$ cat config.mk
export PLATFORM = sky130hd
export DESIGN_NAME = instrDecoder
export DESIGN_NICKNAME = d
export VERILOG_FILES = /design/src/logic/rvIsaPkg.sv /design/src/logic/decodeWbPkg.sv /design/src/logic/immGenerator.sv /design/src/logic/instrDecoder.sv
export SDC_FILE = /design/constraint.sdc
export NUM_CORES = 1
export LEC_CHECK = 0
export ABC_AREA = 1
export BUFFER_PORTS_ARGS = -buffer_cell sky130_fd_sc_hd__buf_2
export CAP_MARGIN = 20
export CORE_MARGIN = 2
export CORE_UTILIZATION = 39
export DETAILED_ROUTE_END_ITERATION = 16
export PLACE_DENSITY = 0.89
export SLEW_MARGIN = 40
export SYNTH_ARGS = -nofsm -noshare
export SYNTH_HDL_FRONTEND = slang
export SYNTH_HIERARCHICAL = 1
export SYNTH_SLANG_ARGS = --single-unit
$ cat constraint.sdc
create_clock -name vclk -period 3.1
set_input_delay 0.62 -clock vclk [all_inputs]
set_output_delay 0.62 -clock vclk [all_outputs]
set_load 0.05 [all_outputs]
$ cat src/logic/rvIsaPkg.sv
package rvIsaPkg;

    // major opcodes, bits 6:0 of the instruction
    typedef enum logic [6:0] {
        opcLoad    = 7'b0000011,
        opcOpImm   = 7'b0010011,
        opcAuipc   = 7'b0010111,
        opcOpImm32 = 7'b0011011,
        opcStore   = 7'b0100011,
        opcOp      = 7'b0110011,
        opcLui     = 7'b0110111,
        opcOp32    = 7'b0111011,
        opcBranch  = 7'b1100011,
        opcJalr    = 7'b1100111,
        opcJal     = 7'b1101111,
        opcSystem  = 7'b1110011
    } opcodeT;

    typedef enum logic [2:0] {
        immNone = 3'd0,
        immI    = 3'd1,
        immS    = 3'd2,
        immB    = 3'd3,
        immU    = 3'd4,
        immJ    = 3'd5
    } immKindT;

    // numbering follows the execute stage ALU
    typedef enum logic [5:0] {
        aluNone   = 6'd0,
        aluSll    = 6'd1,
        aluSrl    = 6'd2,
        aluSra    = 6'd3,
        aluAdd    = 6'd4,
        aluSub    = 6'd5,
        aluDiv    = 6'd6,
        aluDivu   = 6'd7,
        aluRem    = 6'd8,
        aluRemu   = 6'd9,
        aluMul    = 6'd10,
        aluMulh   = 6'd11,
        aluMulhu  = 6'd12,
        aluMulhsu = 6'd13,
        aluXor    = 6'd14,
        aluOr     = 6'd15,
        aluAnd    = 6'd16,
        aluSlt    = 6'd17,
        aluSltu   = 6'd18,
        aluAuipc  = 6'd19,
        aluLui    = 6'd20,
        aluJalr   = 6'd21,
        aluJal    = 6'd22,
        aluBeq    = 6'd23,
        aluBne    = 6'd24,
        aluBlt    = 6'd25,
        aluBge    = 6'd26,
        aluBltu   = 6'd27,
        aluBgeu   = 6'd28,
        aluEcall  = 6'd29,
        aluSllw   = 6'd33, // 30..32 unused
        aluSrlw   = 6'd34,
        aluSraw   = 6'd35,
        aluAddw   = 6'd36,
        aluSubw   = 6'd37,
        aluDivw   = 6'd38,
        aluDivuw  = 6'd39,
        aluRemw   = 6'd40,
        aluRemuw  = 6'd41,
        aluMulw   = 6'd42
    } aluOpT;

    localparam logic [6:0] funct7Base   = 7'b0000000;
    localparam logic [6:0] funct7Alt    = 7'b0100000; // sub, sra
    localparam logic [6:0] funct7MulDiv = 7'b0000001; // M extension

endpackage

$ cat src/logic/decodeWbPkg.sv
package decodeWbPkg;

    import rvIsaPkg::*;

    localparam int numRegs = 32;

    typedef logic [63:0] xlenWordT;
    typedef logic [31:0] instrWordT;
    typedef logic [4:0]  regIdxT;

    typedef enum logic [1:0] {
        resAlu     = 2'b00,
        resMem     = 2'b01,
        resPcPlus4 = 2'b10 // link value for jal/jalr
    } resultSrcT;

    typedef enum logic [1:0] {
        memNone  = 2'b00,
        memLoad  = 2'b01,
        memStore = 2'b10
    } memKindT;

    typedef struct packed {
        memKindT    kind;
        logic [2:0] size; // raw funct3
    } memAccessT;

    typedef struct packed {
        logic      regWrite;
        resultSrcT resultSrc;
        memAccessT memAccess;
        aluOpT     aluOp;
        logic      aluSrc; // 1 = immediate operand
        xlenWordT  imm;
        regIdxT    rs1;
        regIdxT    rs2;
        regIdxT    rd;
        logic      branch;
        logic      jump;
        logic      ecall;
    } decodedInstrT;

    typedef struct packed {
        logic     regWrite;
        regIdxT   rd;
        xlenWordT result;
    } writebackT;

endpackage

$ cat src/logic/immGenerator.sv
module immGenerator
    import rvIsaPkg::*, decodeWbPkg::*;
(
    input  instrWordT instr,
    input  immKindT   kind,
    output xlenWordT  imm
);

    logic signBit;

    assign signBit = instr[31];

    always_comb begin
        case (kind)
            immI: begin
                imm = {{52{signBit}}, instr[31:20]};
            end
            immS: begin
                imm = {{52{signBit}}, instr[31:25], instr[11:7]};
            end
            immB: begin
                // bit 0 always zero, halfword aligned
                imm = {{52{signBit}}, instr[7], instr[30:25], instr[11:8], 1'b0};
            end
            immU: begin
                imm = {{32{signBit}}, instr[31:12], 12'b0};
            end
            immJ: begin
                imm = {{44{signBit}}, instr[19:12], instr[20], instr[30:21], 1'b0};
            end
            default: begin
                imm = '0; // immNone
            end
        endcase
    end

endmodule

$ cat src/logic/instrDecoder.sv
module instrDecoder
    import rvIsaPkg::*, decodeWbPkg::*;
(
    input  instrWordT    instr,
    output decodedInstrT dec
);

    decodedInstrT ctrl;
    immKindT      immKind;
    xlenWordT     immVal;
    logic [2:0]   funct3;
    logic [6:0]   funct7;

    assign funct3 = instr[14:12];
    assign funct7 = instr[31:25];

    immGenerator immGen (
        .instr(instr),
        .kind (immKind),
        .imm  (immVal)
    );

    always_comb begin
        ctrl    = '0;
        immKind = immNone;
        ctrl.aluOp = aluNone;
        case (instr[6:0])
            opcLoad: begin
                ctrl.regWrite  = 1'b1;
                ctrl.resultSrc = resMem;
                ctrl.memAccess = '{kind: memLoad, size: funct3};
                ctrl.aluSrc    = 1'b1;
                ctrl.rs1       = instr[19:15];
                ctrl.rd        = instr[11:7];
                ctrl.aluOp     = aluAdd; // address calc
                immKind        = immI;
            end
            opcOpImm: begin
                ctrl.regWrite = 1'b1;
                ctrl.aluSrc   = 1'b1;
                ctrl.rs1      = instr[19:15];
                ctrl.rd       = instr[11:7];
                immKind       = immI;
                case (funct3)
                    3'b000: ctrl.aluOp = aluAdd;
                    3'b001: ctrl.aluOp = aluSll;
                    3'b010: ctrl.aluOp = aluSlt;
                    3'b011: ctrl.aluOp = aluSltu;
                    3'b100: ctrl.aluOp = aluXor;
                    3'b101: begin
                        // shamt is 6 bits on RV64, bit 25 belongs to it
                        if (instr[31:26] == funct7Base[6:1]) begin
                            ctrl.aluOp = aluSrl;
                        end else if (instr[31:26] == funct7Alt[6:1]) begin
                            ctrl.aluOp = aluSra;
                        end
                    end
                    3'b110: ctrl.aluOp = aluOr;
                    default: ctrl.aluOp = aluAnd;
                endcase
            end
            opcAuipc, opcLui: begin
                ctrl.regWrite = 1'b1;
                ctrl.aluSrc   = 1'b1;
                ctrl.rd       = instr[11:7];
                ctrl.aluOp    = (instr[6:0] == opcLui) ? aluLui : aluAuipc;
                immKind       = immU;
            end
            opcOpImm32: begin
                ctrl.regWrite = 1'b1;
                ctrl.aluSrc   = 1'b1;
                ctrl.rs1      = instr[19:15];
                ctrl.rd       = instr[11:7];
                immKind       = immI;
                case (funct3)
                    3'b000: ctrl.aluOp = aluAddw;
                    3'b001: ctrl.aluOp = aluSllw;
                    3'b101: begin
                        if (funct7 == funct7Base) begin
                            ctrl.aluOp = aluSrlw;
                        end else if (funct7 == funct7Alt) begin
                            ctrl.aluOp = aluSraw;
                        end
                    end
                    default: ctrl.aluOp = aluNone;
                endcase
            end
            opcStore: begin
                ctrl.memAccess = '{kind: memStore, size: funct3};
                ctrl.aluSrc    = 1'b1;
                ctrl.rs1       = instr[19:15];
                ctrl.rs2       = instr[24:20];
                ctrl.rd        = instr[11:7]; // imm bits, regWrite stays low
                ctrl.aluOp     = aluAdd;
                immKind        = immS;
            end
            opcOp: begin
                ctrl.regWrite = 1'b1;
                ctrl.rs1      = instr[19:15];
                ctrl.rs2      = instr[24:20];
                ctrl.rd       = instr[11:7];
                if (funct7 == funct7MulDiv) begin
                    case (funct3)
                        3'b000: ctrl.aluOp = aluMul;
                        3'b001: ctrl.aluOp = aluMulh;
                        3'b010: ctrl.aluOp = aluMulhsu;
                        3'b011: ctrl.aluOp = aluMulhu;
                        3'b100: ctrl.aluOp = aluDiv;
                        3'b101: ctrl.aluOp = aluDivu;
                        3'b110: ctrl.aluOp = aluRem;
                        default: ctrl.aluOp = aluRemu;
                    endcase
                end else if (funct7 == funct7Base) begin
                    case (funct3)
                        3'b000: ctrl.aluOp = aluAdd;
                        3'b001: ctrl.aluOp = aluSll;
                        3'b010: ctrl.aluOp = aluSlt;
                        3'b011: ctrl.aluOp = aluSltu;
                        3'b100: ctrl.aluOp = aluXor;
                        3'b101: ctrl.aluOp = aluSrl;
                        3'b110: ctrl.aluOp = aluOr;
                        default: ctrl.aluOp = aluAnd;
                    endcase
                end else if (funct7 == funct7Alt) begin
                    if (funct3 == 3'b000) begin
                        ctrl.aluOp = aluSub;
                    end else if (funct3 == 3'b101) begin
                        ctrl.aluOp = aluSra;
                    end
                end
            end
            opcOp32: begin
                ctrl.regWrite = 1'b1;
                ctrl.rs1      = instr[19:15];
                ctrl.rs2      = instr[24:20];
                ctrl.rd       = instr[11:7];
                case (funct3)
                    3'b000: begin
                        if (funct7 == funct7Base) begin
                            ctrl.aluOp = aluAddw;
                        end else if (funct7 == funct7MulDiv) begin
                            ctrl.aluOp = aluMulw;
                        end else if (funct7 == funct7Alt) begin
                            ctrl.aluOp = aluSubw;
                        end
                    end
                    3'b001: ctrl.aluOp = aluSllw;
                    3'b100: ctrl.aluOp = aluDivw; // funct7 not checked
                    3'b101: begin
                        if (funct7 == funct7Base) begin
                            ctrl.aluOp = aluSrlw;
                        end else if (funct7 == funct7MulDiv) begin
                            ctrl.aluOp = aluDivuw;
                        end else if (funct7 == funct7Alt) begin
                            ctrl.aluOp = aluSraw;
                        end
                    end
                    3'b110: ctrl.aluOp = aluRemw;
                    3'b111: ctrl.aluOp = aluRemuw;
                    default: ctrl.aluOp = aluNone;
                endcase
            end
            opcBranch: begin
                ctrl.branch = 1'b1;
                ctrl.rs1    = instr[19:15];
                ctrl.rs2    = instr[24:20];
                immKind     = immB;
                case (funct3)
                    3'b000: ctrl.aluOp = aluBeq;
                    3'b001: ctrl.aluOp = aluBne;
                    3'b100: ctrl.aluOp = aluBlt;
                    3'b101: ctrl.aluOp = aluBge;
                    3'b110: ctrl.aluOp = aluBltu;
                    3'b111: ctrl.aluOp = aluBgeu;
                    default: ctrl.aluOp = aluNone;
                endcase
            end
            opcJalr, opcJal: begin
                ctrl.regWrite  = 1'b1;
                ctrl.resultSrc = resPcPlus4;
                ctrl.jump      = 1'b1;
                ctrl.aluSrc    = 1'b1;
                ctrl.rd        = instr[11:7];
                if (instr[6:0] == opcJalr) begin
                    ctrl.rs1   = instr[19:15];
                    ctrl.aluOp = aluJalr;
                    immKind    = immI;
                end else begin
                    ctrl.aluOp = aluJal;
                    immKind    = immJ;
                end
            end
            opcSystem: begin
                if (funct3 == 3'b000 && instr[31:20] == 12'h000) begin
                    ctrl.ecall = 1'b1;
                    ctrl.aluOp = aluEcall;
                end
            end
            default: begin
                ctrl.aluOp = aluNone; // unknown opcode, bundle stays inactive
            end
        endcase
    end

    always_comb begin
        dec     = ctrl;
        dec.imm = immVal;
    end

endmodule

# Word-level counts from Yosys, hierarchy flattened
# Cells that the tools add are included.
# W data, S select, Z words.
word_totals:
  regBits: 0
  input_bits: 32
  output_inout_bits: 97
classes:
  eq_ne: 27
  mux: 39
  n_reduce_logical: 14
ops:
  columns: ["op", "count"]
  rows:
  - ["$pmux W64 S5", 1]
  - ["$mux W6", 12]
  - ["$pmux W6 S9", 1]
  - ["$pmux W6 S7", 1]
  - ["$pmux W6 S6", 1]
  - ["$eq A7 B6 Y1 const B", 5]
  - ["$pmux W5 S7", 1]
  - ["$pmux W5 S6", 1]
  - ["$eq A7 B7 Y1 const B", 4]
  - ["$pmux W4 S7", 1]
  - ["$eq A7 B5 Y1 const B", 3]
  - ["$mux W5", 4]
  - ["$pmux W5 S2", 2]
  - ["$eq A3 B3 Y1 const B", 6]
  - ["$pmux W6 S3", 1]
  - ["$pmux W3 S5", 1]
  - ["$eq A3 B2 Y1 const B", 4]
  - ["$logic_not A12 Y1", 1]
  - ["$reduce_or A10 Y1", 1]
  - ["$reduce_or A9 Y1", 1]
  - ["$reduce_or A8 Y1", 1]
  - ["$eq A7 B1 Y1 const B", 1]
  - ["$eq A7 B2 Y1 const B", 1]
  - ["$logic_not A7 Y1", 1]
  - ["13 further kinds", 24]

# Logic depth before layout (Yosys ltp)
logic_depth:
  depth_word: 7
  depth_mapped: 13

# By module
# Netlist, hierarchy kept.
modules_own_cells:
  columns: ["module", "cells_each", "seq_area_each_um2", "instances", "area_each_um2"]
  rows:
  - ["instrDecoder", 249, 0.0, 1, 1114.8]
  - ["immGenerator", 124, 0.0, 1, 695.7]

# Worst setup path after synthesis
# OpenSTA, ideal clock, no wires.
synth_path:
  path_type: "input to output"
  from: "in instr[3]"
  to: "out dec[50] in the netlist's numbering"
  setup_slack_ps: -1058
  path_stages: 11
  t_required_ps: 2480
  t_arrival_ps: 3538
  path_cell_list: "nor2_1 nand2_2 nor2_4 inv_2 nor2_1 nor3_1 nand3_1 o211ai_2 buf_4 nand2_1 buf_4"
synth_lines:
  columns: ["element", "line_no", "rtl"]
  rows:
  - ["from (decl)", "instrDecoder.sv:4", "input instrWordT instr,"]
  - ["to (decl)", "instrDecoder.sv:5", "output decodedInstrT dec"]

==> results.txt <==
- Worst IR Drop VDD: 0.00005999 V
* Final core utilization: 56.04%
- In the layout the commonest cells are sky130_fd_sc_hd__buf_2 (95), sky130_fd_sc_hd__nand2_1 (89), sky130_fd_sc_hd__nand3_1 (73).
- STA classifies the critical path startpoint as an input port.
- For this block, the initial DRC count from the detailed router was ~210.
- For this block, the routed nets add up to about 6500 um of wire.
* Remaining number of nets flagged by the antenna check after routing: 0
- The flow ran to the end, and the final reports show no timing, DRC or antenna violations.
- Worst min-delay path class: in2out
- Clock buffer instance count of the final layout: 0
* Sequential cell area: 0 um2
* Headroom to the max-slew limit: ~73%
* Fill cells: 463
* Number of antenna violations at the first check in global routing: 0
- During placement, the flow inserted port buffers numbering approximately 130.
* Kind of end point of the critical path: primary output
- Cell types occupying the most area after synthesis: sky130_fd_sc_hd__nand3_1 (20%), sky130_fd_sc_hd__nand2_1 (19%), sky130_fd_sc_hd__buf_4 (16%), sky130_fd_sc_hd__nor2_1 (13%), sky130_fd_sc_hd__inv_1 (9.7%)
- Via count: around 2700
- Based on the critical path, the design can be clocked at up to 0.3337 GHz.
* Post-route DRC: 0
* Count of antenna diodes in the layout: 0
* Aggregate global-route resource usage: approximately 23%
- Sink of the worst hold path: dec[4]
- Routed wirelength normalized by instance count: 12.30 um
* Cell type contributing the most total cell area after synthesis: sky130_fd_sc_hd__nand3_1
- The completed layout was analyzed and its total power is 0.3033 mW.
- # nets final: 508
* Hold-fix buffer count after cts: 0
- The clock period could shrink to 2.996 ns.
* Number of sequential cells: 0
- The region available for standard cell placement spans around 4400 um2.
- Worst Setup Path Type: in2out
- Relative to the synthesized area, the layout overhead comes to 36.63%.
* Largest net degree at the start of global routing: 34
* Via-to-Cell Ratio: about 5
* Boundary pin count: about 130
- Setup violations remaining at the end of the flow were counted as 0.
* Floorplan row count: 24
- After synthesis the cells add up to 1810 um2.
- Starting density of the core: approximately two fifths
- The worst hold path begins at instr[8].
* Endpoint arrival time on the critical path: around 2.4 ns
- Wire length of the first global-routing pass: around 10000 um
* Floorplan die height: approximately 70 um
- Count of unique library cells instantiated by Yosys: 23
- Counting instances, the worst hold path has a depth of 4.
* Total power per unit cell area: between 100 and 150 nW/um2
- Syn Inst Count: approximately 370
- The final critical path takes up between 90% and 100% of the cycle.
* Average cell area after synthesis: between 4 and 5 um2
* Hold Vio Cnt, Final: 0
* Overflow left after global routing: 0
* Biggest fanout along the worst timing path: 16
* Synthesis warning total: 6
* Leakage power: roughly 1.7 nW
- At the pin with the least slew margin, the transition time is between 0.4 and 0.5 ns.
- For the worst setup path, the data required time is about 2.5 ns.
* DIE WIDTH: about 72 um
* Fraction of the yosys area taken by sequential cells: 0%
- After synthesis, the largest area contributor takes up 20.46% of total cell area.
- Detailed placement ended at an HPWL of between 5000 and 6000 um.
- Net count of the mapped netlist: a little over 400
* Final Wtd Congestion: approximately 0.98
- Across the run, the number of max-cap violations was 0.
- Of the cells placed in the final design, the portion with a size suffix greater than 1 is a little under two fifths.
* Vias in the first global route: 2250
- The library cell used most frequently in the layout, excluding fill and tap cells, is sky130_fd_sc_hd__buf_2.
* Final count of pins violating max slew: 0
- The first TritonRoute pass finished after 5 iterations.
- The die covers 5203 um2.
[kinds of logic (layout without fill, tap and decap cells)]
family	count (synthesis)	in the layout	share of synthesized area, %
buffers and inverters	98	198	29.51
AOI/OAI and AO/OA	26	26	8.570
and+or+nand+nor	249	250	61.92
[cell type report]
class	instances	area [um2]	area share, %
repair buffers	145	863.3	34.90
well taps	52	65.06	2.630
inverters	53	198.9	8.043
multi-input cells	276	1346	54.43
[metrics by stage]
stage                     TNS (ns)  instances  hold slack (ns)  cell area (um2)  setup WS, ns
after global routing      -0.01338        526            1.647             2474     -0.006761
after detailed placement   -0.2304        524            1.627             2344      -0.03108
final                            0        526            1.627             2474        0.1036
after CTS                        0        525            1.628             2351      0.002274
after global placement           0        524            1.624             2344       0.05044
after floorplan           -0.01765        373            1.303             1843     -0.002942
[Yosys cell counts, types with 3 or more instances]
cell type	number
sky130_fd_sc_hd__a21boi_0	5
sky130_fd_sc_hd__a21oi_1	5
sky130_fd_sc_hd__buf_2	4
sky130_fd_sc_hd__buf_4	39
sky130_fd_sc_hd__inv_1	47
sky130_fd_sc_hd__inv_2	6
sky130_fd_sc_hd__nand2_1	91
sky130_fd_sc_hd__nand3_1	74
sky130_fd_sc_hd__nand3_2	4
sky130_fd_sc_hd__nand4_1	5
sky130_fd_sc_hd__nor2_1	61
sky130_fd_sc_hd__nor2_2	3
sky130_fd_sc_hd__nor2_4	3
sky130_fd_sc_hd__nor3_1	3
sky130_fd_sc_hd__o21ai_0	11
[how the worst max path moves through the flow]
stage / to / depth (start not counted) / from / slack [ns]
floorplan: dec[23] / 12 / instr[3] / -0.003
global placement: dec[44] / 10 / instr[4] / 0.05
detailed placement: dec[40] / 10 / instr[4] / -0.03
CTS: dec[32] / 11 / instr[5] / 0.002
global route: dec[29] / 12 / instr[3] / -0.007
finish: dec[29] / 12 / instr[3] / 0.10
[critical path, stage by stage]
cell and delay [ns]:
sky130_fd_sc_hd__buf_2 0.11, sky130_fd_sc_hd__nor2_1 0.12, sky130_fd_sc_hd__nand2_2 0.12, sky130_fd_sc_hd__buf_4 0.18
sky130_fd_sc_hd__nor3_1 0.23, sky130_fd_sc_hd__buf_4 0.24, sky130_fd_sc_hd__inv_2 0.07, sky130_fd_sc_hd__buf_4 0.19
sky130_fd_sc_hd__nor2_1 0.09, sky130_fd_sc_hd__nand3_1 0.07, sky130_fd_sc_hd__nand3_1 0.10, sky130_fd_sc_hd__clkbuf_4 0.23
[power by group]
part           internal, mW  switching, mW  leakage [nW]
Sequential                0              0             0
Combinational        0.0763          0.227          1.72
Clock                     0              0             0
Total                0.0763          0.227          1.72
[metal layers]
metal	vias to the layer above	GRT usage, %	wire length [um]
met5	-	0	0
li1	1356	-	-
met2	173	41.39	3271
met3	6	2.222	682
met1	1143	29.91	2471
met4	0	3.145	46
[timing repair]
action / CTS / global route
endpoints found under the setup margin: 11 / 60
gates resized for setup: 0 / 44
cloned: 0 / 1
pin swaps: 1 / 3
setup buffers: 1 / 0
(Power assumes the default switching activity.)
